--- src/source/dcache_config.svh ---
`ifndef DCACHE_CONFIG_SVH
`define DCACHE_CONFIG_SVH

// cache geometry
// four ways with round-robin replacement
`define DCACHE_WAYS 4

// sets selected by address bits 9:6
`define DCACHE_SETS 16

// 64-bit words per 64-byte line
`define DCACHE_LINE_WORDS 8

// physical address width
`define DCACHE_ADDR_W 32

// tag is what remains above index and line offset
`define DCACHE_TAG_W 22

`endif

--- src/source/dcache_pkg.sv ---
`default_nettype none

`include "dcache_config.svh"

package dcache_pkg;

	// geometry taken over from the config header
	localparam int WAYS = `DCACHE_WAYS;
	localparam int SETS = `DCACHE_SETS;
	localparam int LINE_WORDS = `DCACHE_LINE_WORDS;
	localparam int ADDR_W = `DCACHE_ADDR_W;
	localparam int TAG_W = `DCACHE_TAG_W;

	// word and strobe sizes of the load/store port
	localparam int WORD_W = 64;
	localparam int STRB_W = WORD_W / 8;

	// address slices: byte offset, word offset, index, tag
	localparam int BYTE_W = $clog2(STRB_W);
	localparam int OFFSET_W = $clog2(LINE_WORDS);
	localparam int INDEX_W = $clog2(SETS);
	localparam int LINE_OFF_W = OFFSET_W + BYTE_W;
	localparam int INDEX_LSB = LINE_OFF_W;
	localparam int TAG_LSB = INDEX_LSB + INDEX_W;

	typedef logic [TAG_W-1:0] tag_t;
	typedef logic [WORD_W-1:0] word_t;
	typedef logic [WAYS-1:0] way_mask_t;

	// one CPU access, held by the requester until ready
	typedef struct packed {
		logic [ADDR_W-1:0] addr;
		word_t data;
		logic [STRB_W-1:0] strb;
		logic write;
	} cpu_req_t;

	typedef struct packed {logic [ADDR_W-1:0] addr;} axi_ar_t;
	typedef struct packed {word_t data; logic last;} axi_r_t;
	typedef struct packed {logic [ADDR_W-1:0] addr;} axi_aw_t;
	typedef struct packed {word_t data; logic [STRB_W-1:0] strb; logic last;} axi_w_t;

	typedef enum logic [2:0] {
		idle, lookup, refill_addr, refill, respond, write_addr, write_data, write_resp
	} cache_state_t;

endpackage

`default_nettype wire

--- src/source/refill_counter.sv ---
`default_nettype none

// refill beat index and global round-robin victim
module refill_counter (
	input wire clk,
	input wire rst,
	input logic beat,
	input logic done,
	output logic [dcache_pkg::OFFSET_W-1:0] beat_idx,
	output dcache_pkg::way_mask_t victim
);

	import dcache_pkg::*;

	localparam logic [OFFSET_W-1:0] LAST_BEAT = OFFSET_W'(LINE_WORDS - 1);

	always_ff @(posedge clk) begin
		if (rst) begin
			beat_idx <= '0;
			// way 0 is replaced first
			victim <= way_mask_t'(1);
		end else begin
			// one step per accepted R beat, back to 0 after the last
			if (beat) begin
				if (beat_idx == LAST_BEAT) begin
					beat_idx <= '0;
				end else begin
					beat_idx <= beat_idx + 1'b1;
				end
			end
			// pointer is shared by all sets
			// advance once the refilled line is installed
			if (done) begin
				victim <= {victim[WAYS-2:0], victim[WAYS-1]};
			end
		end
	end

	// exactly one way is ever picked for replacement
	a_victim_onehot: assert property (
		@(posedge clk) disable iff (rst) $onehot(victim)
	);

endmodule

`default_nettype wire

--- config.mk ---
export PLATFORM = sky130hd
export DESIGN_NAME = refill_counter
export DESIGN_NICKNAME = d
export VERILOG_FILES = /design/src/source/dcache_pkg.sv /design/src/source/refill_counter.sv
export VERILOG_INCLUDE_DIRS = /design/src /design/src/source
export SDC_FILE = /design/constraint.sdc
export NUM_CORES = 1
export LEC_CHECK = 0
export BUFFER_PORTS_ARGS = -buffer_cell sky130_fd_sc_hd__buf_2
export CORE_AREA = 2 2 39 41
export DETAILED_ROUTE_END_ITERATION = 10
export DIE_AREA = 0 0 41 43
export REMOVE_ABC_BUFFERS = 1
export SKIP_LAST_GASP = 1
export SYNTH_ARGS = -nofsm -noshare
export SYNTH_HDL_FRONTEND = slang
export SYNTH_SLANG_ARGS = --single-unit
--- constraint.sdc ---
create_clock -name clk -period 1.4 [get_ports clk]
set_input_delay 0.28 -clock clk [delete_from_list [all_inputs] [get_ports clk]]
set_output_delay 0.28 -clock clk [all_outputs]
set_load 0.02 [all_outputs]
==> impl_results.rst <==
.. list-table::
   :header-rows: 1

   * - Metric
     - Value
   * - Via Count
     - 222
   * - Starting Density
     - 20.4%
   * - Final weighted congestion in routability-driven placement
     - 0.608
   * - WP data required
     - 1.59 ns
   * - Slew of the pin with the lowest slew margin
     - 0.127 ns
   * - Via/cell ratio
     - 4.04
   * - Quantity of gates resized following cts
     - 0
   * - Total of max-cap violations
     - 0
   * - Category of the most critical setup path
     - flop to flop
   * - Global-route congestion overflow total
     - 0
   * - Worst-skew pair later-pin latency
     - 0.25 ns
   * - Setup Buffers After CTS
     - 0
   * - Reg2Reg Setup Slack
     - 0.13 ns
   * - Synth Area per Inst
     - 10.9 µm²
   * - Final-layout fill cell count
     - 146
   * - # nets final
     - 46
   * - Final routed wirelength across all metal layers
     - 473 µm
   * - H-Tree Depth
     - 1
   * - Final worst-path cycle share
     - 91.0%
   * - Unique cell type count in the Yosys netlist
     - 12
   * - Met3 wire len
     - 51 µm
   * - Final worst clock skew
     - 0.00210 ns
   * - Number of cell rows
     - 14
   * - Maximum VDD drop
     - 0.000444 V
   * - Number of sinks on the clock net
     - 7
   * - Dominant combinational cell family by area after synthesis
     - simple AND/OR/NAND/NOR gates
   * - Portion of synthesized cell area occupied by the leading cell type
     - 49.6%
   * - Share of synthesized cell area in full adder, half adder and majority cells
     - 8.85%
   * - Kind of end point of the critical path
     - flop
   * - Data arrival time of the critical path
     - 1.46 ns
   * - Combined global-route utilization of all metal layers
     - 7.56%
   * - Area contributors post-synth
     - sky130_fd_sc_hd__dfxtp_1 50%, sky130_fd_sc_hd__mux2i_1 14%, sky130_fd_sc_hd__ha_1 8.8%, sky130_fd_sc_hd__nor2_1 5.3%, sky130_fd_sc_hd__nand2b_1 4.4%
   * - Root buffer selected by CTS
     - sky130_fd_sc_hd__clkbuf_4
   * - Pre-Repair DR Iteration Count
     - 4
   * - Seq cells post-synth
     - 7
   * - Post-synthesis instance area
     - 283 µm²
   * - Compound-gate portion of the synthesized area
     - 7.96%
   * - Capture endpoint of the worst hold path
     - beat_idx[0]$_SDFFE_PP0P_
   * - Y dimension of the die
     - 43 µm
   * - Met2 routed WL
     - 190 µm
   * - Status
     - completed
   * - Reg2reg end
     - beat_idx[0]$_SDFFE_PP0P_
   * - Leakage dissipation
     - 0.189 nW
   * - Max layer used
     - met3
   * - Maximum fanout count along the critical path
     - 4
   * - XOR/XNOR share of the synthesized area
     - 0%
   * - Simple-gate share of the synthesized area
     - 17.7%
   * - CTS buffer count
     - 3
   * - Initial antenna violation count
     - 0
   * - Number of pins exceeding their max-slew limit in the final report
     - 0
   * - Hold Path Class
     - input pin to flop
   * - Number of buffers between clock root and the deepest sink
     - 2
   * - Setup TNS after final layout
     - 0 ns
   * - PD cells
     - 1220 nW/µm²
   * - Final count of hold timing violations
     - 0
   * - Sequential element share of the synthesized area
     - 49.6%
   * - Overall power after layout
     - 0.458 mW
   * - Maximum number of pins on one net before global-route repair
     - 8
   * - Startpoint of the tightest hold check path
     - rst
   * - Wire length of the first global-routing pass
     - 779 µm
   * - Crit Reg-Reg Startpoint
     - beat_idx[0]$_SDFFE_PP0P_
   * - Horiz. Die Dim
     - 41 µm
   * - Fmax
     - 785 MHz
   * - Register-to-Register Path Depth
     - 4
   * - Number of warnings reported in the yosys synthesis log
     - 0
   * - WL/cell
     - 8.60 µm
   * - I/O pins
     - 11
   * - Share of post-route cells with drive strength above 1
     - 35.9%
   * - Leading area contributor after synthesis
     - sky130_fd_sc_hd__dfxtp_1
   * - Area of the die
     - 1760 µm²
   * - Post-CTS Hold Fix Bufs
     - 0
   * - Area overhead of the layout relative to synthesis
     - 32.3%
   * - Metal-1 WL
     - 230 µm
   * - Setup repair after global routing missed its margin
     - false
   * - Min cycle time layout
     - 1.27 ns
   * - Starting DRT DRC Count
     - 7
   * - Antenna cell count
     - 0
   * - Post-CTS clock slew at the launch and capture registers of the worst setup and hold paths
     - 0.05 ns
   * - Cells on Worst Hold Path
     - 2
   * - Critical Path Start Type
     - flop
   * - Setup violation total in the final timing report
     - 0
   * - Number of buffers added on ports
     - 10
   * - Antenna violation net count after detailed routing
     - 0
   * - TritonCTS clock tree
     - yes
   * - Synthesized instance count
     - 26
   * - Residual DRC count
     - 0
   * - Multiplexer area fraction after synthesis
     - 14.2%
   * - Vias in the first global route
     - 208
   * - Floorplan core area
     - 1380 µm²
   * - Slew headroom
     - 91.3%
==> cells in the mapped netlist, drive strengths merged <==
cell type / count
a21oi: 2
nand2b: 2
or3b: 1
dfxtp: 7
nor2: 4
clkbuf: 1
a211o: 1
ha: 2
nor2b: 1
nand3b: 1
mux2i: 4
==> cells by family after synthesis <==
| kind of cell | count (synthesis) |
|---|---|
| AO/OA/AOI/OAI | 3 |
| adder cells (fa/ha/maj) | 2 |
| buffers and inverters | 1 |
| flip-flops | 7 |
| multiplexers | 4 |
| AND/OR/NAND/NOR | 9 |
==> critical path: stages (launching register included) <==
cell	delay, ns
sky130_fd_sc_hd__dfxtp_1	0.33
sky130_fd_sc_hd__ha_1	0.21
sky130_fd_sc_hd__ha_1	0.18
sky130_fd_sc_hd__or3b_1	0.36
sky130_fd_sc_hd__a21oi_2	0.13
==> per-stage QoR <==
| step | hold WS (ns) | std cells | setup slack, ns | cell area (µm²) | util (%) |
|---|---|---|---|---|---|
| global route | 0.267 | 55 | 0.0691 | 374 | 27.0 |
| global placement | 0.478 | 51 | 0.135 | 348 | 25.1 |
| CTS | 0.266 | 55 | 0.117 | 374 | 27.0 |
| detailed placement | 0.479 | 51 | 0.142 | 348 | 25.1 |
| finish | 0.277 | 55 | 0.127 | 374 | 27.0 |
| floorplan | 0.342 | 25 | 0.0905 | 278 | - |
==> per-layer routing <==
layer / track usage [%] / vias to the layer above
li1: - / 115
met1: 8.14 / 97
met2: 8.13 / 10
met3: 7.85 / 0
met4: 6.00 / 0
met5: 0 / -
==> power breakdown <==
group	internal (mW)	total, mW	switching, mW
clock network	0.109	0.184	0.0747
registers	0.210	0.218	0.00761
logic	0.0240	0.0562	0.0322
==> cells in the final DEF (no fill, tap or decap) <==
master,n
sky130_fd_sc_hd__a21oi_1,1
sky130_fd_sc_hd__clkbuf_1,1
sky130_fd_sc_hd__or3b_1,1
sky130_fd_sc_hd__buf_2,10
sky130_fd_sc_hd__nand3b_1,1
sky130_fd_sc_hd__mux2i_1,4
sky130_fd_sc_hd__nand2b_1,2
sky130_fd_sc_hd__nor2b_1,1
sky130_fd_sc_hd__a21oi_2,1
sky130_fd_sc_hd__clkbuf_4,3
sky130_fd_sc_hd__a211o_1,1
sky130_fd_sc_hd__dfxtp_1,7
sky130_fd_sc_hd__ha_1,2
sky130_fd_sc_hd__nor2_1,4
==> cell type report <==
cell class	instances	area [µm²]	area share [%]
Clock buffer	4	26.3	7.02
Multi-Input combinational cell	18	138	36.8
Timing Repair Buffer	10	50.0	13.4
Tap cell	16	20.0	5.35
Sequential cell	7	140	37.5
==> state kept, by name, indices dropped and copies added, names as in the netlist <==
| signal | count |
|---|---|
| beat_idx | 3 |
| victim | 4 |
==> worst max path at each step <==
stage	from	end	depth (start not counted)
after floorplan	beat_idx[0]$_SDFFE_PP0P_	beat_idx[0]$_SDFFE_PP0P_	4
after global placement	beat_idx[0]$_SDFFE_PP0P_	beat_idx[0]$_SDFFE_PP0P_	4
after detailed placement	beat_idx[0]$_SDFFE_PP0P_	beat_idx[0]$_SDFFE_PP0P_	4
after CTS	beat_idx[0]$_SDFFE_PP0P_	beat_idx[0]$_SDFFE_PP0P_	4
after global routing	beat_idx[0]$_SDFFE_PP0P_	beat_idx[0]$_SDFFE_PP0P_	4
final	beat_idx[0]$_SDFFE_PP0P_	beat_idx[0]$_SDFFE_PP0P_	4
Note: power is estimated with default switching activity, not from simulation.
