$ cat src/source/dcache_config.svh
`ifndef DCACHE_CONFIG_SVH
`define DCACHE_CONFIG_SVH

// cache geometry
// four ways with round-robin replacement
`define DCACHE_WAYS 4

// sets selected by address bits 9:6
`define DCACHE_SETS 16

// 64-bit words per 64-byte line
`define DCACHE_LINE_WORDS 8

// physical address width
`define DCACHE_ADDR_W 32

// tag is what remains above index and line offset
`define DCACHE_TAG_W 22

`endif

$ cat src/source/dcache_pkg.sv
`default_nettype none

`include "dcache_config.svh"

package dcache_pkg;

	// geometry taken over from the config header
	localparam int WAYS = `DCACHE_WAYS;
	localparam int SETS = `DCACHE_SETS;
	localparam int LINE_WORDS = `DCACHE_LINE_WORDS;
	localparam int ADDR_W = `DCACHE_ADDR_W;
	localparam int TAG_W = `DCACHE_TAG_W;

	// word and strobe sizes of the load/store port
	localparam int WORD_W = 64;
	localparam int STRB_W = WORD_W / 8;

	// address slices: byte offset, word offset, index, tag
	localparam int BYTE_W = $clog2(STRB_W);
	localparam int OFFSET_W = $clog2(LINE_WORDS);
	localparam int INDEX_W = $clog2(SETS);
	localparam int LINE_OFF_W = OFFSET_W + BYTE_W;
	localparam int INDEX_LSB = LINE_OFF_W;
	localparam int TAG_LSB = INDEX_LSB + INDEX_W;

	typedef logic [TAG_W-1:0] tag_t;
	typedef logic [WORD_W-1:0] word_t;
	typedef logic [WAYS-1:0] way_mask_t;

	// one CPU access, held by the requester until ready
	typedef struct packed {
		logic [ADDR_W-1:0] addr;
		word_t data;
		logic [STRB_W-1:0] strb;
		logic write;
	} cpu_req_t;

	typedef struct packed {logic [ADDR_W-1:0] addr;} axi_ar_t;
	typedef struct packed {word_t data; logic last;} axi_r_t;
	typedef struct packed {logic [ADDR_W-1:0] addr;} axi_aw_t;
	typedef struct packed {word_t data; logic [STRB_W-1:0] strb; logic last;} axi_w_t;

	typedef enum logic [2:0] {
		idle, lookup, refill_addr, refill, respond, write_addr, write_data, write_resp
	} cache_state_t;

endpackage

`default_nettype wire

$ cat src/source/sync_ram.sv
`default_nettype none

// single-port RAM with registered output
// payload type is chosen by the instantiating block
module sync_ram #(
	parameter type payload_t = logic [63:0],
	parameter int DEPTH = 16
) (
	input wire clk,
	input logic en,
	input logic we,
	input logic [$clog2(DEPTH)-1:0] addr,
	input payload_t wdata,
	output payload_t rdata
);

	payload_t mem [DEPTH];

	// output register only moves when enabled
	// so a read result stays put until the next access
	always_ff @(posedge clk) begin
		if (en) begin
			if (we) begin
				mem[addr] <= wdata;
				// write-through to the output port
				rdata <= wdata;
			end else begin
				rdata <= mem[addr];
			end
		end
	end

endmodule

`default_nettype wire

$ cat src/source/tag_match.sv
`default_nettype none

// tag store and hit detection for all ways
module tag_match (
	input wire clk,
	input wire rst,
	input logic lookup_en,
	input logic [dcache_pkg::INDEX_W-1:0] index,
	input dcache_pkg::tag_t tag,
	input logic install,
	input dcache_pkg::way_mask_t victim,
	output dcache_pkg::way_mask_t hit
);

	import dcache_pkg::*;

	// valid bits per way and set
	logic [WAYS-1:0][SETS-1:0] valid_bits;
	// valid bits of the set last looked up
	way_mask_t valid_q;
	// tag RAM controls and read ports
	way_mask_t ram_en;
	way_mask_t ram_we;
	tag_t tag_rd [WAYS];

	for (genvar i = 0; i < WAYS; i++) begin : g_way
		// install only touches the victim way
		assign ram_we[i] = install & victim[i];
		assign ram_en[i] = lookup_en | ram_we[i];

		sync_ram #(
			.payload_t(tag_t),
			.DEPTH(SETS)
		) u_tag_ram (
			.clk(clk),
			.en(ram_en[i]),
			.we(ram_we[i]),
			.addr(index),
			.wdata(tag),
			.rdata(tag_rd[i])
		);
	end

	always_ff @(posedge clk) begin
		if (rst) begin
			valid_bits <= '0;
			valid_q <= '0;
		end else begin
			// sample valid bits in the same cycle as the tag RAM read
			if (lookup_en) begin
				for (int w = 0; w < WAYS; w++) begin
					valid_q[w] <= valid_bits[w][index];
				end
			end
			if (install) begin
				for (int w = 0; w < WAYS; w++) begin
					if (victim[w]) begin
						valid_bits[w][index] <= 1'b1;
					end
				end
			end
		end
	end

	// compare read tags with the tag of the request
	always_comb begin
		for (int w = 0; w < WAYS; w++) begin
			hit[w] = valid_q[w] && (tag_rd[w] == tag);
		end
	end

	// a line lives in at most one way of its set
	a_hit_onehot0: assert property (
		@(posedge clk) disable iff (rst) $onehot0(hit)
	);

endmodule

`default_nettype wire

$ cat config.mk
export PLATFORM = sky130hd
export DESIGN_NAME = tag_match
export DESIGN_NICKNAME = d
export VERILOG_FILES = /design/src/source/dcache_pkg.sv /design/src/source/sync_ram.sv /design/src/source/tag_match.sv
export VERILOG_INCLUDE_DIRS = /design/src /design/src/source
export SDC_FILE = /design/constraint.sdc
export NUM_CORES = 1
export LEC_CHECK = 0
export BUFFER_PORTS_ARGS = -buffer_cell sky130_fd_sc_hd__buf_2
export CAP_MARGIN = 20
export CORE_MARGIN = 1
export CORE_UTILIZATION = 63
export DETAILED_ROUTE_END_ITERATION = 7
export MAX_ROUTING_LAYER = met4
export PLACE_DENSITY = 0.84
export SYNTH_ARGS = -nofsm -noshare
export SYNTH_HDL_FRONTEND = slang
export SYNTH_SLANG_ARGS = --single-unit
$ cat constraint.sdc
create_clock -name clk -period 3.84 [get_ports clk]
set_input_delay 0.384 -clock clk [delete_from_list [all_inputs] [get_ports clk]]
set_output_delay 0.384 -clock clk [all_outputs]
set_load 0.03 [all_outputs]
==> impl_metrics.yaml, run 1 <==
clock_network:
  cts.reportedPaths.clkPinSlew_ps: 60
  htreeDepth: 4
  ctsResizeCount: 0
  cts_max_path_buffers: 3
  clkSinkCount: 1564
  clockRootBuffer: "clkbuf_16"
  cts_buffers: 149
  clock_latency_ps: 770
  post_cts_buffers: 0
  cts_tree: "yes"
  ctsHoldBuffers: 4
timing:
  max_freq_ghz: 0.291
  tns_ps: 0
  grt_setup_unrepaired: "no"
  setup_viol: 0
  fin_crit_ps: 3440
  finClkSkew_ps: 37.7
  maxSlewHeadroom: 0.190
  post-route-period-util: 0.896
  hold_viol: 0
  drv_slew: 0
  tightest_slew_ps: 1220
layout:
  nNetsFinal: 3656
  multiInputGateArea_um2: 13900
  layout.area.seq_um2: 46300
  areaGrowthSynthToFinish_pct: 11.7
  layout-drive-gt1-share: 0.169
  stdcell_count: 5018
  n_fill_cell: 5407
critical_path:
  slowest_stage: "dlygate4sd3_1"
  worst_path_most_repeated_cell: "buf_2"
  path_class: "input pin to output pin"
  crit_chain: "dlygate4sd3_1, buf_2, buf_4, xor2_1, nor4_1, nand4_1, nor3_1, buf_2"
  r2r_cells: 3
  slowest_delay_ps: 520
  r2r_setup_slack_ps: 2190
  worst-path-max-fanout: 29
  crit_arrival_ps: 3060
  rr_startpoint: "g_way[2].u_tag_ram.mem[10][20]"
  worst_setup_path_start_kind: "input pin"
  crit_start: "tag[5]"
  crit_buf_inv: 4
  cp_num_cells: 8
  required_ps: 3460
  reg2reg_to: "g_way[2].u_tag_ram.rdata[20]"
  critPathCaptureType: "output pin"
  crit_family: "buffers and inverters"
route:
  wl_per_cell_um: 31.3
  drtAntennaViolNets: 0
  drcViolationCount: 0
  via_per_inst: 6.88
  drt_iter0_drc: 5159
  wl_um: 157000
  vias: 34500
  first_pass_iters: 6
global_routing:
  grt_util_met3: 0.0703
  use_met2: 0.499
  grt_max_degree: 97
  grt_use_met1: 0.431
  grt_pass1_wl_um: 225000
  track_usage: 0.329
  overflow: 0
  grt.busiest_layer: "met2"
  grt_antenna_before_repair: 5
  grt_pass1_vias: 34300
job:
  maxCapViolations: 0
min_path:
  hold_path_class: "input pin to flop"
  min_from: "tag[20]"
  min_path_cells: 1
  min_to: "g_way[1].u_tag_ram.mem[4][20]"
power:
  switching_share: 0.219
  power_leakage_nw: 23.3
  seqPwrFrac: 0.542
  p_total_mw: 35.3
  power_switching_mw: 7.75
  p_clk_frac: 0.399
  ir_worst_vdd_mv: 0.449
  combPwrFrac: 0.059
  power_density_nw_per_um2: 516
  internal-power_mw: 27.6
placement:
  portBuffers: 37
  dp.cells: 4743
  dp.final_hpwl_um: 83100
  routabilityCongestion: 0.840
logic_synthesis:
  ys_seq_area_frac: 0.755
  syn-num-nets: 3503
  ys_seq_elements: 1564
  synth.avg_cell_area_um2: 17.7
  netlist_instances: 3469
  synth_enable_flop_cells: 1496
  syn_area_um2: 61300
  synthFlopType: "edfxtp_1"
  yosys.cell_types.count: 42
  yosys_warnings: 0
  ys_async_sr_fraction: 0
floorplan:
  die_y_um: 314
  ioPinCount: 38
  rows: 114
  die_x_um: 314
  core_um2: 96600
  design.die.area_um2: 98500
  initial_core_util: 0.634
outcome:
  status: "finished clean"
==> cell families (layout without fill, tap and decap cells) <==
kind of cell | after synthesis | count (layout) | synth area share
simple gates | 521 | 521 | 0.0364
buf+inv | 232 | 503 | 0.0222
mux | 644 | 644 | 0.124
flops | 1564 | 1564 | 0.755
compound gates | 420 | 420 | 0.0493
xor+xnor | 88 | 88 | 0.0126
other cells | 0 | 2 | 0
==> final cells by class <==
type	instances	share of cell area
Clock inverter	77	0.0101
Timing Repair Buffer	234	0.0278
Clock buffer	192	0.0585
Tap cell	1276	0.0233
Antenna cell	2	0.0000732
Sequential cell	1564	0.677
Multi-Input combinational cell	1673	0.204
==> per-stage QoR <==
| step | utilization | hold WS (ps) | setup WS (ps) | instance area, µm² |
|---|---|---|---|---|
| global route | 0.708 | 41.8 | 300 | 68400 |
| global placement | 0.659 | 447 | 636 | 63700 |
| floorplan | - | 435 | 669 | 61300 |
| CTS | 0.708 | 3.60 | 341 | 68400 |
| detailed placement | 0.659 | 458 | 615 | 63700 |
| finish | 0.708 | 44.0 | 399 | 68400 |
==> worst register-to-register path: stages, from the launching register on <==
cell,delay [ps]
edfxtp_1,440
mux4_2,550
o21ai_1,260
a31oi_1,120
==> worst max-delay path by stage <==
stage                               endpoint  slack [ps]
6_report                              hit[3]         400
5_1_grt                               hit[3]         300
4_1_cts                               hit[3]         340
3_5_place_dp                          hit[3]         610
3_3_place_gp                          hit[3]         640
2_1_floorplan  g_way[0].u_tag_ram.mem[12][0]         670
==> layer usage <==
metal  wire [µm]  vias up
met5           0        -
met1       52900    17200
li1            -    14100
met4        7500        0
met2       74100     2768
met3       22500      501
==> placed cells by master (no fill, tap or decap), types with 12 or more instances in the layout <==
| master | synthesis | final |
|---|---|---|
| a221oi_1 | 14 | 14 |
| a221oi_2 | 32 | 32 |
| a2bb2oi_1 | 46 | 46 |
| a31oi_1 | 91 | 91 |
| buf_12 | 0 | 16 |
| buf_2 | 41 | 33 |
| buf_4 | 60 | 179 |
| clkbuf_1 | 84 | 34 |
| clkbuf_16 | 0 | 151 |
| clkinv_1 | 0 | 36 |
| clkinv_2 | 0 | 17 |
| dfxtp_1 | 68 | 68 |
| edfxtp_1 | 1496 | 1496 |
| mux2i_1 | 552 | 552 |
| mux4_2 | 92 | 92 |
| nand2_1 | 51 | 47 |
| nand3_1 | 46 | 46 |
| nand4_1 | 13 | 13 |
| nor2_1 | 316 | 304 |
| nor2_2 | 0 | 12 |
| nor3_2 | 1 | 51 |
| nor4_1 | 12 | 12 |
| o21ai_1 | 45 | 45 |
| o22ai_1 | 184 | 184 |
| xnor2_1 | 28 | 28 |
| xor2_1 | 60 | 60 |
==> cell usage after synthesis, types with 2 or more instances <==
library cell | number | area [µm²]
clkbuf_1 | 84 | 315
mux4_2 | 92 | 2070
a31oi_1 | 91 | 569
o22ai_1 | 184 | 1150
nor4_1 | 12 | 75.1
nor2_1 | 316 | 1190
a221oi_1 | 14 | 123
a221oi_2 | 32 | 480
or2_1 | 2 | 12.5
or3b_1 | 3 | 26.3
mux2i_1 | 552 | 5530
xnor2_1 | 28 | 245
buf_4 | 60 | 450
clkbuf_4 | 5 | 37.5
buf_8 | 3 | 45.0
nand3b_1 | 3 | 22.5
buf_1 | 17 | 63.8
buf_6 | 21 | 236
edfxtp_1 | 1496 | 44900
nand2b_1 | 8 | 50.1
xor2_1 | 60 | 526
o21ai_1 | 45 | 225
o21ba_1 | 2 | 20.0
dfxtp_1 | 68 | 1360
nor3_1 | 59 | 295
nand3_1 | 46 | 230
buf_2 | 41 | 205
nand2_1 | 51 | 191
nand4_1 | 13 | 81.3
a2bb2oi_1 | 46 | 403
a311oi_1 | 4 | 35.0
==> registers in the layout, summed over array words and instances (netlist names) <==
register / count
g_way.u_tag_ram.mem: 1408
g_way.u_tag_ram.rdata: 88
valid_bits: 64
valid_q: 4
==> power groups by stage <==
stage / registers, mW / logic, mW / clock network [mW]
final: 19.1 / 2.08 / 14.1
after global routing: 19.1 / 2.16 / 14.8
after CTS: 19.1 / 2.03 / 14.1
after detailed placement: 19.5 / 1.99 / 0
after global placement: 19.5 / 1.94 / 0
after floorplan: 19.5 / 1.20 / 0
(Power assumes the default switching activity.)
==> run 2, diff against run 1 <==
--- a/config.mk
+++ b/config.mk
@@ -7,12 +7,12 @@
 export NUM_CORES = 1
 export LEC_CHECK = 0
 export BUFFER_PORTS_ARGS = -buffer_cell sky130_fd_sc_hd__buf_2
-export CAP_MARGIN = 20
+export CAP_MARGIN = 10
 export CORE_MARGIN = 1
-export CORE_UTILIZATION = 63
+export CORE_UTILIZATION = 57
 export DETAILED_ROUTE_END_ITERATION = 7
 export MAX_ROUTING_LAYER = met4
-export PLACE_DENSITY = 0.84
+export PLACE_DENSITY = 0.76
 export SYNTH_ARGS = -nofsm -noshare
 export SYNTH_HDL_FRONTEND = slang
 export SYNTH_SLANG_ARGS = --single-unit
==> constraint.sdc (replaced) <==
create_clock -name clk -period 2.8 [get_ports clk]
set_input_delay 0.28 -clock clk [delete_from_list [all_inputs] [get_ports clk]]
set_output_delay 0.28 -clock clk [all_outputs]
set_load 0.03 [all_outputs]
==> run 2 against run 1 <==
Compared with the run above: hold slack got worse by 7.0 ps; sequential cell count unchanged; clock skew fell by 12 ps; final area increased by 1.8%; non-clock buffer count rose by 57; critical endpoint is now hit[1].
==> impl_metrics.yaml, run 2 (synthesized netlist as in run 1, its figures left out) <==
critical_path:
  critPathCaptureType: "output pin"
  crit_chain: "dlygate4sd3_1, buf_2, buf_4, xnor2_1, nand4_1, nor3_4, buf_4, buf_6"
  slowest_delay_ps: 520
  worst_setup_path_start_kind: "input pin"
  r2r_cells: 3
  crit_arrival_ps: 2460
  rr_startpoint: "g_way[2].u_tag_ram.mem[10][5]"
  worst_path_most_repeated_cell: "buf_4"
  worst-path-max-fanout: 5
  reg2reg_to: "g_way[2].u_tag_ram.rdata[5]"
  required_ps: 2520
  path_class: "input pin to output pin"
  r2r_setup_slack_ps: 1190
  slowest_stage: "dlygate4sd3_1"
route:
  vias: 33600
  via_per_inst: 6.47
  drtAntennaViolNets: 0
  wl_per_cell_um: 29.2
  first_pass_iters: 8
  wl_um: 152000
  drcViolationCount: 0
  drt_iter0_drc: 4488
global_routing:
  track_usage: 0.292
  grt_pass1_wl_um: 221000
  overflow: 0
  grt_antenna_before_repair: 3
  grt_max_degree: 81
  grt_pass1_vias: 33400
min_path:
  hold_path_class: "input pin to flop"
  min_path_cells: 2
  min_from: "tag[13]"
  min_to: "g_way[3].u_tag_ram.mem[3][13]"
timing:
  drv_slew: 0
  finClkSkew_ps: 25.6
  tns_ps: 0
  maxSlewHeadroom: 0.481
  tightest_slew_ps: 776
  fin_crit_ps: 2740
  setup_ws_ps: 55.5
  max_freq_ghz: 0.364
  setup_viol: 0
  post-route-period-util: 0.980
  hold_viol: 0
  whs_ps: 37.0
layout:
  layout.cells.most_common: "edfxtp_1"
  final_util: 0.658
  layout-drive-gt1-share: 0.182
  nNetsFinal: 3712
  most-common-layout-cells: "edfxtp_1, mux2i_1, nor2_1"
  stdcell_count: 5194
  layout.area.seq_um2: 46300
  fin_area_um2: 69600
  largest_reg_flops: 1408
  top_regs: "g_way.u_tag_ram.mem: 1408 flops, g_way.u_tag_ram.rdata: 88 flops, valid_bits: 64 flops"
  multiInputGateArea_um2: 14200
  top_register: "g_way.u_tag_ram.mem"
  areaGrowthSynthToFinish_pct: 13.7
  n_fill_cell: 6751
clock_network:
  clkSinkCount: 1564
  clockRootBuffer: "clkbuf_16"
  clock_latency_ps: 770
  cts_max_path_buffers: 3
  cts_tree: "yes"
  post_cts_buffers: 0
  cts.reportedPaths.clkPinSlew_ps: 60
  cts_buffers: 148
  htreeDepth: 4
placement:
  place_ws_ps: -62.7
  routabilityCongestion: 0.824
  dp.cells: 4908
  placed_cell_area_um2: 64800
  portBuffers: 37
  dp.final_hpwl_um: 85000
power:
  power_density_nw_per_um2: 695
  power_leakage_nw: 23.9
  p_total_mw: 48.4
  ir_worst_vdd_mv: 0.511
floorplan:
  core_um2: 106000
  rows: 119
  design.die.area_um2: 109000
  initial_core_util: 0.579
  ioPinCount: 38
  die_y_um: 330
  die_x_um: 330
outcome:
  status: "finished clean"
job:
  maxCapViolations: 0
[run 2: cell count changes in the layout (fill, tap and decap cells not counted), moves of 7 or more]
cell | before | now
clkinv_1 | 36 | 28
nor3_4 | 1 | 34
nor4_2 | 0 | 8
buf_4 | 179 | 196
nor4_1 | 12 | 4
buf_12 | 16 | 51
dlygate4sd3_1 | 4 | 11
clkbuf_1 | 34 | 47
nor3_2 | 51 | 23
[run 2: worst max-delay path, delay by kind of cell]
kind / cells / cell delay, ps
XOR/XNOR: 1 / 160
buffers and inverters: 5 / 1520
AND/OR/NAND/NOR: 2 / 490
[run 2: per-layer routing]
metal | wire length [µm] | track usage | vias to the layer above
met2 | 72500 | 0.453 | 1978
met4 | 5390 | 0.104 | 0
met1 | 57400 | 0.393 | 17100
met5 | 0 | - | -
met3 | 16300 | 0.0517 | 320
li1 | - | - | 14200
[run 2: layout make-up]
class / instances / share of cell area
Timing Repair Buffer: 291 / 0.0401
Clock inverter: 72 / 0.00862
Clock buffer: 200 / 0.0574
Antenna cell: 3 / 0.000108
Multi-Input combinational cell: 1673 / 0.204
Tap cell: 1391 / 0.0250
Sequential cell: 1564 / 0.665
[run 2: worst max path at each step]
stage,from,to,slack (ps),cells after the start
2_1_floorplan,index[1],g_way[0].u_tag_ram.mem[12][0],-270,5
3_3_place_gp,tag[20],hit[1],-70,8
3_5_place_dp,tag[20],hit[1],-60,8
4_1_cts,g_way[1].u_tag_ram.rdata[8],hit[1],-5,6
5_1_grt,g_way[0].u_tag_ram.rdata[15],hit[0],-20,7
6_report,tag[9],hit[1],60,8
[run 2: repair_timing]
item | 4_1_cts | 5_1_grt
pin swaps | 4 | 3
setup endpoints to repair | 3 | 3
resized for setup | 11 | 8
hold buffers | 11 | 0
cloned | 0 | 0
endpoints found under the hold margin | 33 | 0
[run 2: where the power goes]
part	switching, mW	leakage (nW)	internal, mW
sequential	0.141	14.1	26.1
clock	8.37	2.24	10.8
combinational	1.97	7.56	1.04
