==> src/source/dcache_config.svh <==
`ifndef DCACHE_CONFIG_SVH
`define DCACHE_CONFIG_SVH

// cache geometry
// four ways with round-robin replacement
`define DCACHE_WAYS 4

// sets selected by address bits 9:6
`define DCACHE_SETS 16

// 64-bit words per 64-byte line
`define DCACHE_LINE_WORDS 8

// physical address width
`define DCACHE_ADDR_W 32

// tag is what remains above index and line offset
`define DCACHE_TAG_W 22

`endif

==> src/source/dcache_pkg.sv <==
`default_nettype none

`include "dcache_config.svh"

package dcache_pkg;

	// geometry taken over from the config header
	localparam int WAYS = `DCACHE_WAYS;
	localparam int SETS = `DCACHE_SETS;
	localparam int LINE_WORDS = `DCACHE_LINE_WORDS;
	localparam int ADDR_W = `DCACHE_ADDR_W;
	localparam int TAG_W = `DCACHE_TAG_W;

	// word and strobe sizes of the load/store port
	localparam int WORD_W = 64;
	localparam int STRB_W = WORD_W / 8;

	// address slices: byte offset, word offset, index, tag
	localparam int BYTE_W = $clog2(STRB_W);
	localparam int OFFSET_W = $clog2(LINE_WORDS);
	localparam int INDEX_W = $clog2(SETS);
	localparam int LINE_OFF_W = OFFSET_W + BYTE_W;
	localparam int INDEX_LSB = LINE_OFF_W;
	localparam int TAG_LSB = INDEX_LSB + INDEX_W;

	typedef logic [TAG_W-1:0] tag_t;
	typedef logic [WORD_W-1:0] word_t;
	typedef logic [WAYS-1:0] way_mask_t;

	// one CPU access, held by the requester until ready
	typedef struct packed {
		logic [ADDR_W-1:0] addr;
		word_t data;
		logic [STRB_W-1:0] strb;
		logic write;
	} cpu_req_t;

	typedef struct packed {logic [ADDR_W-1:0] addr;} axi_ar_t;
	typedef struct packed {word_t data; logic last;} axi_r_t;
	typedef struct packed {logic [ADDR_W-1:0] addr;} axi_aw_t;
	typedef struct packed {word_t data; logic [STRB_W-1:0] strb; logic last;} axi_w_t;

	typedef enum logic [2:0] {
		idle, lookup, refill_addr, refill, respond, write_addr, write_data, write_resp
	} cache_state_t;

endpackage

`default_nettype wire

==> src/source/dcache_fsm.sv <==
`default_nettype none

// blocking cache controller
// one request at a time, lookup overlaps the RAM read
module dcache_fsm (
	input wire clk,
	input wire rst,
	input logic valid,
	input dcache_pkg::cpu_req_t req,
	output logic ready,
	input dcache_pkg::way_mask_t hit,
	input logic [dcache_pkg::OFFSET_W-1:0] beat_idx,
	output logic lookup_en,
	output logic store_we,
	output logic fill_we,
	output logic tag_install,
	output dcache_pkg::cpu_req_t cur_req,
	output logic ar_valid,
	input logic ar_ready,
	output dcache_pkg::axi_ar_t ar,
	input logic r_valid,
	input dcache_pkg::axi_r_t r,
	output logic aw_valid,
	input logic aw_ready,
	output dcache_pkg::axi_aw_t aw,
	output logic w_valid,
	input logic w_ready,
	output dcache_pkg::axi_w_t w,
	input logic b_valid
);

	import dcache_pkg::*;

	localparam logic [OFFSET_W-1:0] LAST_BEAT = OFFSET_W'(LINE_WORDS - 1);

	cache_state_t state;
	cache_state_t state_next;
	// request held for the whole operation
	cpu_req_t req_q;
	logic accept;
	logic stalled;

	// the cycle with ready high is skipped, valid is still up then
	assign accept = (state == idle) && valid && !ready;

	// idle passes the new request through so the RAMs can read at once
	assign cur_req = (state == idle) ? req : req_q;

	assign lookup_en = accept;
	// merge only when the store found its line
	assign store_we = (state == lookup) && req_q.write && (hit != '0);
	// R beats are never back-pressured
	assign fill_we = (state == refill) && r_valid;
	assign tag_install = fill_we && (beat_idx == LAST_BEAT);

	assign ar_valid = (state == refill_addr);
	assign aw_valid = (state == write_addr);
	assign w_valid = (state == write_data);

	always_comb begin
		// refill always starts at the first word of the line
		ar.addr = {req_q.addr[ADDR_W-1:LINE_OFF_W], {LINE_OFF_W{1'b0}}};
		aw.addr = req_q.addr;
		// single-beat write, so every W is the last
		w.data = req_q.data;
		w.strb = req_q.strb;
		w.last = 1'b1;
	end

	always_comb begin
		state_next = state;
		case (state)
			idle: begin
				if (accept) begin
					state_next = lookup;
				end
			end
			lookup: begin
				// write-through, every store goes to memory
				if (req_q.write) begin
					state_next = write_addr;
				end else if (hit != '0) begin
					state_next = respond;
				end else begin
					state_next = refill_addr;
				end
			end
			refill_addr: begin
				if (ar_ready) begin
					state_next = refill;
				end
			end
			refill: begin
				if (r_valid && r.last) begin
					state_next = respond;
				end
			end
			respond: begin
				state_next = idle;
			end
			write_addr: begin
				if (aw_ready) begin
					state_next = write_data;
				end
			end
			write_data: begin
				if (w_ready) begin
					state_next = write_resp;
				end
			end
			write_resp: begin
				if (b_valid) begin
					state_next = idle;
				end
			end
			default: begin
				state_next = idle;
			end
		endcase
	end

	always_ff @(posedge clk) begin
		if (rst) begin
			state <= idle;
			ready <= 1'b0;
		end else begin
			state <= state_next;
			// one-cycle pulse after respond or the write response
			ready <= (state == respond) || (state == write_resp && b_valid);
		end
	end

	always_ff @(posedge clk) begin
		if (accept) begin
			req_q <= req;
		end
	end

	assign stalled = (ar_valid && !ar_ready) || (aw_valid && !aw_ready) ||
		(w_valid && !w_ready);

	// requester keeps valid up until it sees ready
	a_ready_valid: assert property (
		@(posedge clk) disable iff (rst) ready |-> valid
	);

	// a stalled channel freezes the controller
	a_stall_hold: assert property (
		@(posedge clk) disable iff (rst) stalled |=> $stable(state)
	);

	// r.last from memory lines up with the beat counter
	a_last_beat: assert property (
		@(posedge clk) disable iff (rst) (fill_we && r.last) |-> tag_install
	);

endmodule

`default_nettype wire

==> config.mk <==
export PLATFORM = sky130hd
export DESIGN_NAME = dcache_fsm
export DESIGN_NICKNAME = d
export VERILOG_FILES = /design/src/source/dcache_pkg.sv /design/src/source/dcache_fsm.sv
export VERILOG_INCLUDE_DIRS = /design/src /design/src/source
export SDC_FILE = /design/constraint.sdc
export NUM_CORES = 1
export LEC_CHECK = 0
export ABC_AREA = 1
export BUFFER_PORTS_ARGS = -buffer_cell sky130_fd_sc_hd__buf_2
export CAP_MARGIN = 30
export CORE_AREA = 2 2 168 170
export DETAILED_ROUTE_END_ITERATION = 10
export DIE_AREA = 0 0 170 172
export PLACE_DENSITY = 0.52
export SYNTH_ARGS = -nofsm -noshare
export SYNTH_HDL_FRONTEND = slang
export SYNTH_SLANG_ARGS = --single-unit
==> constraint.sdc <==
create_clock -name clk -period 6.15 [get_ports clk]
set_input_delay 0.615 -clock clk [delete_from_list [all_inputs] [get_ports clk]]
set_output_delay 0.615 -clock clk [all_outputs]
set_load 0.01 [all_outputs]
==> impl_results.md, run 1 <==
- Worst-path clk slew: 80 ps
- Unrepaired setup endpoints after global routing: false
- FP Rows: 61
- Pin count of the biggest net entering global routing: 65
- DR WL/cell: ~15 microns
- CTS tree: done
- # diodes: 0
- Initial antenna violation count: 1
- Startpoint types: flip-flop
- Fin nets: between 800 and 900
- Largest fanout on the critical path: between 60 and 70
- Post-Synthesis Cells: about 440
- Critical path class: flip-flop to output pin
- Setup TNS: 0 ps
- Met1 Use GR: 10.22%
- Number of DRC markers in iteration 0: ~150
- Via count: approximately 3900
- Asr flop ratio synth: 0%
- Ports: about 440
- Die area: a little under 30000 sq um
- CTS Buf Count: 9
- Number of global-route vias before repair: roughly 3500
- Area Overhead vs Synth: 25.60%
- Distinct cells, synth: 19
- Arrival time at the worst endpoint: a little under 3000 ps
- Post-synthesis sequential area ratio: a little over half
- Sum of net half-perimeters after detailed placement: 11290 microns
- Post CTS Setup Buffer Count: 0
- First-pass GRT wire length: 20200 microns
- Clock latency on the worst-skew pair: 350 ps
- CTS H-tree lvls: 3
- CTS sink count: ~110
- Die height: 172 microns
- Resized Gates After CTS: 0
- Clk buf depth: 2
- Overall Global Routing Usage: just over 9%
- CP startpoint: state[2]
- Register bit total from synthesis: roughly 110
- Gr busiest metal: met2
- Reg2reg setup slack: roughly 3500 ps
- WHS: about 440 ps
- Crit path to: cur_req[23]
- Fmax: between 200 and 300 MHz
- Layout Skew: slightly above 10 ps
- Buffers on Ports: about 360
- Setup-failing EPs final: 0
- GR Overflow Total: 0
- Design Area, Final: around 7400 sq um
- Met2 usage: between 15 and 20%
- Worst R2R Path Depth: 4
- Starting Density: a little over a fifth
- FF-to-FF Start: state[0]
- Vias/cell: around 3.8
- GRT met3 Usage: under 10%
- Reg2Reg Capture Point: aw[15]
- Area contributors post-synth: edfxtp_1 (53%), buf_4 (17%), mux2_2 (17%), mux2_4 (4.1%), nand2_1 (1.4%)
- Synth Area per Inst: approximately 13 sq um
- Min Tclk post-route: between 3000 and 4000 ps
- Tcrit/Tclk final: 58.37%
- Die Width: approximately 170 microns
- Count leader, synth: buf_4
- Yosys warnings: 0
- Leakage: 3.342 nW
- Fin. Hold Viols: 0
- Max-Cap Viols: 0
- Top_reg_cell synth: edfxtp_1
- First-pass iteration count of the detailed router: 6
- Max VDD drop: between 0.15 and 0.2 mV
- HP Class: input port to flip-flop
- Placeable Area: 27480 sq um
- Share of the synthesized area in the top cell type: 53.46%
- Post-CTS Hold Fix Bufs: 0
- Post-synth top cells: buf_4 (137), edfxtp_1 (105), mux2_2 (88), nand2_1 (22), nor2_1 (17)
- Relative slew slack: between 40% and 50%
- Number of synthesized flops with an enable pin: 105
- Outcome: completed
- Critical path capture point type: output pin
- Post-synth design cell area: between 5000 and 6000 sq um
- Cell taking the most area after synthesis: edfxtp_1
- Placer Congestion: between 0.7 and 0.8
- Worst endpoint required time: approximately 5500 ps
- Cell Area, Placed: 7089 sq um
- Worst-Margin Slew: about 860 ps
- Layout cells sized above 1: around 72%
- Post-Route WL: around 15000 microns
- Root Buffer: clkbuf_16
- DRC: 0
- Max Slew Vio Count: 0
- Final ANT Viol Nets: 0
- Pwr dens: 504.6 nW/um^2
==> worst min path at each step <==
stage	start	cells after the start	to	slack [ps]
2_1_floorplan	req_q[0]	4	state[0]	590
3_3_place_gp	state[2]	2	ready	600
3_5_place_dp	state[2]	2	ready	610
4_1_cts	rst	2	ready	410
5_1_grt	rst	2	ready	410
6_report	rst	2	ready	440
==> power breakdown <==
part | internal, W | switching, W | leakage [nW] | total [W]
Clock | 0.000359 | 0.000284 | 0.153 | 0.000643
Sequential | 0.00106 | 0.000105 | 1.02 | 0.00117
Combinational | 0.000895 | 0.00103 | 2.17 | 0.00193
Total | 0.00232 | 0.00142 | 3.34 | 0.00374
==> cell usage in the layout, fill, tap and decap left out, drive strengths merged <==
master and instances:
nand3 9, nor3 1, bufinv 2, a21oi 3
a31oi 1, edfxtp 105, clkinv 1, inv 18
clkinvlp 1, buf 366, nor2 18, dfxtp 4
clkbuf 9, mux2 104, conb 7, nand2 23
nand4 3
==> state kept, by name (all words and copies together), names as in the netlist <==
| register | count |
|---|---|
| w | 72 |
| aw | 32 |
| state | 3 |
| ready | 1 |
| req_q | 1 |
==> final cells by class <==
cell class,count,area (sq um)
Clock buffer,9,225.2
Inverter,16,60.06
Sequential cell,109,3233
Fill cell,2924,20070
Clock inverter,6,93.84
Tap cell,346,432.9
Timing Repair Buffer,366,1839
Multi-Input combinational cell,169,1524
==> critical path, stage by stage (launching register included) <==
cell     delay, ps
dfxtp_1        500
inv_2          130
nand2_4        540
buf_4          800
mux2_2         440
buf_2          150
==> cells by family after synthesis <==
family	after synthesis	share of synthesized area (%)
compound gates	4	0.3606
simple gates	54	4.030
flops	109	54.82
buf+inv	165	19.79
other cells	2	0.1273
mux	104	20.87
==> routing by layer <==
layer / wire length (microns) / part of all wire (%) / up-vias
li1: - / - / 1860
met1: 5744 / 39 / 1776
met2: 7681 / 52 / 216
met3: 1217 / 8.2 / 9
met4: 147 / 0.99 / 2
met5: 16 / 0.11 / -
==> stage by stage <==
step	setup WS, ps	instances	utilization [%]	power [W]
6_report	2560	1021	26.96	0.003738
5_1_grt	2318	1021	26.96	0.003995
4_1_cts	2404	1021	26.96	0.003838
3_5_place_dp	2816	1006	25.80	0.003162
3_3_place_gp	2883	1006	25.80	0.003156
2_1_floorplan	128.7	443	-	0.002689
No activity file was read; power rests on OpenSTA's default activity.
==> run 2, diff against run 1 <==
- CORE_AREA: 2 2 168 170 -> 2 2 170 172
- DIE_AREA: 0 0 170 172 -> 0 0 172 174
- PLACE_DENSITY: 0.52 -> 0.49
- clock period: 6.15 -> 3.55 ns (I/O delays scaled with it)
==> impl_results.md, run 2 (synthesis gave the netlist of run 1 again) <==
- Arrival time at the worst endpoint: 2280 ps (-690 ps)
- FP Rows: 62 (+1.6%)
- First-pass GRT wire length: 20680 microns (+2.4%)
- GR Overflow Total: 0 (unchanged)
- Clk buf depth: 2 (unchanged)
- Final ANT Viol Nets: 0 (unchanged)
- DR WL/cell: 13.37 microns (-7.8%)
- CTS tree: done
- Pin count of the biggest net entering global routing: 54 (-17%)
- Max VDD drop: 0.2560 mV (+52%)
- Die Width: 172 microns (+1.2%)
- Clock latency on the worst-skew pair: 350 ps (about the same)
- Commonest non-fill, non-tap cell in the layout: buf_2
- Layout Skew: 16.57 ps (+6.337 ps)
- Leakage: 3.372 nW (+0.88%)
- Tcrit/Tclk final: roughly 74%
- Post CTS Setup Buffer Count: 0 (unchanged)
- Die height: 174 microns (+1.2%)
- Placeable Area: 28240 sq um (+2.8%)
- Via count: 3904 (+1.1%)
- Post-CTS Hold Fix Bufs: 0 (unchanged)
- CTS Buf Count: 9 (unchanged)
- Sum of net half-perimeters after detailed placement: 10970 microns (-2.8%)
- Vias/cell: 3.673 (-2.9%)
- Root Buffer: clkbuf_16
- Die area: 29930 sq um (+2.4%)
- FF-to-FF Start: state[2]
- CTS H-tree lvls: 3 (unchanged)
- Placer Congestion: 0.7670 (+0.81%)
- Worst endpoint required time: 3190 ps (-2340 ps)
- DRC: 0 (unchanged)
- Max reg flops: 72 (unchanged)
- Critical path class: flip-flop to output pin
- Overall Global Routing Usage: 9.048% (-0.23 points)
- Startpoint types: flip-flop
- Setup TNS: 0 ps (unchanged)
- Pwr dens: 860.9 nW/um^2 (+71%)
- Min Tclk post-route: 2637 ps
- WP buf/inv: 3 (unchanged)
- Layout cells sized above 1: 72.46% (about the same)
- Area Overhead vs Synth: 27.39%
- CTS sink count: 109 (unchanged)
- Critical path capture point type: output pin
- Unrepaired setup endpoints after global routing: false
- Max stage delay cell, worst path: dfxtp_1
- Post-Route WL: 14220 microns (-4.0%)
- Relative slew slack: 58.83% (+16 points)
- First-pass iteration count of the detailed router: 4 (-2)
- Max Slew Vio Count: 0 (unchanged)
- Largest fanout on the critical path: 43 (-33%)
- CP startpoint: state[2]
- Setup-failing EPs final: 0 (unchanged)
- Worst path max stage delay: 510 ps (-290 ps)
- HP Class: input port to flip-flop
- Worst-path cell chain: inv_2, nand2_4, buf_12, mux2_2, buf_2
- Commonest cells after routing, fill and taps aside: buf_2 (363), edfxtp_1 (105), mux2_2 (88)
- Fin nets: 860 (+0.47%)
- Worst-Margin Slew: 616.1 ps (-247.6 ps)
- Initial antenna violation count: 0 (-1)
- Hold path startpoint: req[34]
- Fmax: 379.1 MHz
- Starting Density: 20.89% (-0.58 points)
- Resized Gates After CTS: 0 (unchanged)
- Ports: 435 (unchanged)
- Fin. Hold Viols: 0 (unchanged)
- # diodes: 0 (unchanged)
- Number of DRC markers in iteration 0: 147 (-4.5%)
- Cell Area, Placed: 7217 sq um (+1.8%)
- Design Area, Final: 7513 sq um (+1.4%)
- Max-Cap Viols: 0 (unchanged)
- Cell family with most CP delay: buffers and inverters
- Worst-path clk slew: 80 ps (about the same)
- Number of global-route vias before repair: 3749 (+6.1%)
- Outcome: completed
- Buffers on Ports: 363 (unchanged)
run 2: report_power, final:
part | switching, W | total (W) | internal [W]
clock network | 0.000490 | 0.00104 | 0.000553
logic | 0.00177 | 0.00341 | 0.00163
registers | 0.000182 | 0.00202 | 0.00184
run 2: final cells by class:
type / instances / area, sq um
clock buffer: 9 / 225.2
clock inverter: 6 / 71.32
fill: 3019 / 20720
inverter: 16 / 60.06
multi-input combinational: 169 / 1524
sequential: 109 / 3233
tap: 384 / 480.5
timing repair buffer: 370 / 1919
run 2: routing by layer:
layer | vias up | global-route usage (%) | share of wire, %
li1 | 1873 | - | -
met1 | 1803 | 10.74 | 42
met2 | 211 | 15.65 | 48
met3 | 17 | 2.482 | 8.1
met4 | 0 | 3.081 | 1.9
met5 | - | 0 | 0
run 2: path summary, 6_finish.rpt:
kind            endpoint  slack (ps)  cells after the start
max          cur_req[76]         910                      5
max reg2reg        w[35]        1330                      4
min                w[34]         180                      1
min reg2reg        ready         630                      2
run 2: through the flow:
stage	setup slack (ps)	utilization (%)	instances	total power (W)	hold slack, ps
after floorplan	646.0	-	443	0.004615	424.1
after global placement	1271	25.56	1048	0.005525	539.8
after global routing	753.4	26.61	1063	0.006918	155.9
after CTS	873.6	26.61	1063	0.006610	161.8
after detailed placement	1274	25.56	1048	0.005511	546.9
final	912.5	26.61	1063	0.006469	184.7
==> run 3, diff against run 2 <==
- clock period: 3.55 -> 2.6 ns (I/O delays scaled with it)
==> impl_results.md, run 3 (synthesis gave the netlist of run 1 again) <==
- Outcome: completed
- Commonest cells after routing, fill and taps aside: buf_2 (363), edfxtp_1 (105), mux2_2 (88)
- Hold Path Depth: 2 (+1)
- Fmax: roughly 420 MHz
- Arrival time at the worst endpoint: 2110 ps (-170 ps)
- CTS sink count: 109 (unchanged)
- Worst-path clk slew: 80 ps (about the same)
- Largest fanout on the critical path: 34 (-21%)
- Fin. Hold Viols: 0 (unchanged)
- Reg2reg setup slack: 900 ps (-430 ps)
- Root Buffer: clkbuf_16
- Commonest non-fill, non-tap cell in the layout: buf_2
- Critical path class: flip-flop to output pin
- Die area: 29930 sq um (unchanged)
- CTS Buf Count: 9 (unchanged)
- Worst endpoint required time: 2340 ps (-850 ps)
- Die Width: 172 microns (unchanged)
- Pwr dens: 1162 nW/um^2 (+35%)
- CTS tree: done
- DR WL/cell: 13.20 microns (-1.3%)
- Crit path to: cur_req[77]
- Cell Area, Placed: 7184 sq um (-0.45%)
- Layout Utilization: 26.41% (-0.20 points)
- Fin nets: 858 (-0.23%)
- Via count: 3889 (-0.38%)
- Pin count of the biggest net entering global routing: 64 (+19%)
- Min Tclk post-route: ~2400 ps
- Startpoint types: flip-flop
- Worst-Margin Slew: 597.3 ps (-18.75 ps)
- HP Class: input port to flip-flop
- Layout Skew: 12.47 ps (-4.100 ps)
- Number of DRC markers in iteration 0: 173 (+18%)
- Clk buf depth: 2 (unchanged)
- Max VDD drop: 0.4530 mV (+77%)
- Max reg flops: 72 (unchanged)
- Final non-filler cell total: 1061 (-0.19%)
- Power, Total: 0.008669 W (+34%)
- Placed cell count: 1046 (-0.19%)
- FP Rows: 62 (unchanged)
- Sum of net half-perimeters after detailed placement: 10960 microns (about the same)
- Final ANT Viol Nets: 0 (unchanged)
- DRC: 0 (unchanged)
- Vias/cell: 3.665 (-0.20%)
- Unrepaired setup endpoints after global routing: false
- Setup-failing EPs final: 0 (unchanged)
- First-pass GRT wire length: 19950 microns (-3.5%)
- Buffers on Ports: 363 (unchanged)
- First-pass iteration count of the detailed router: 4 (unchanged)
- CP startpoint: state[2]
- # diodes: 0 (unchanged)
- Leakage: 3.336 nW (-1.1%)
- Layout cells sized above 1: 72.82% (+0.36 points)
- FF-to-FF Start: state[2]
- Max-Cap Viols: 0 (unchanged)
- Post CTS Setup Buffer Count: 0 (unchanged)
- Relative slew slack: 60.18% (+1.3 points)
- Reg2Reg Capture Point: w[39]
- Resized Gates After CTS: 0 (unchanged)
- Starting Density: 20.89% (unchanged)
- Tcrit/Tclk final: ~91%
- GR Overflow Total: 0 (unchanged)
- Clock latency on the worst-skew pair: 350 ps (about the same)
- Worst R2R Path Depth: 4 (unchanged)
- Filler instances: 3015 (-0.13%)
- Placeable Area: 28240 sq um (unchanged)
- Critical path capture point type: output pin
- Ports: 435 (unchanged)
- Initial antenna violation count: 0 (unchanged)
- Placer Congestion: 0.7504 (-2.2%)
- CTS H-tree lvls: 3 (unchanged)
- Post-CTS Hold Fix Bufs: 0 (unchanged)
- Max Slew Vio Count: 0 (unchanged)
- Overall Global Routing Usage: 8.690% (-0.36 points)
- WHS: 71.03 ps (-113.6 ps)
- Die height: 174 microns (unchanged)
- Post-Route WL: 14010 microns (-1.5%)
- Design Area, Final: 7457 sq um (-0.75%)
- Area Overhead vs Synth: 26.43%
- Number of global-route vias before repair: 3594 (-4.1%)
==> run 3: changes by cell type in the layout (fill, tap and decap cells not counted), moves of 2 or more <==
cell / delta
clkinv_4: -2
clkinvlp_4: +3
dfxtp_2: +2
buf_12: -2
dfxtp_1: -2
==> run 3: power by group <==
part | switching, W | internal (W) | total [W]
clock | 0.000675 | 0.000655 | 0.00133
sequential | 0.000244 | 0.00252 | 0.00276
combinational | 0.00240 | 0.00218 | 0.00458
total | 0.00332 | 0.00535 | 0.00867
==> run 3: per-stage QoR <==
stage,TNS (ps),setup slack [ps]
2_1_floorplan,-26790,-254.3
3_3_place_gp,0,538.9
3_5_place_dp,0,562.2
4_1_cts,0,154.5
5_1_grt,0,92.04
6_report,0,229.5
==> run 3: layout make-up <==
class	instances	area [sq um]	share of cell area [%]
Sequential cell	109	3236	43.39
Timing Repair Buffer	368	1879	25.20
Multi-Input combinational cell	169	1524	20.44
Tap cell	384	480.5	6.443
Clock buffer	9	225.2	3.020
Inverter	16	65.06	0.8725
Clock inverter	6	47.55	0.6376
==> run 3: worst min-delay path by stage <==
stage,slack [ps],end,from
detailed placement,440,ready,rst
global placement,440,ready,rst
CTS,40,ready,rst
finish,70,ready,rst
global route,60,ready,rst
floorplan,330,ready,rst
==> run 3: metal layers <==
layer	wire (microns)	global-route usage (%)	up-vias
met5	0	0	-
met4	196	2.801	0
met3	1075	2.368	14
met2	6945	15.34	204
met1	5790	10.12	1802
li1	-	-	1869
==> run 3: critical path: stages, from the launching register on <==
cell     delay [ps]
dfxtp_1         560
inv_6            70
nand2_4         130
buf_4           420
mux2_2          400
buf_2           140
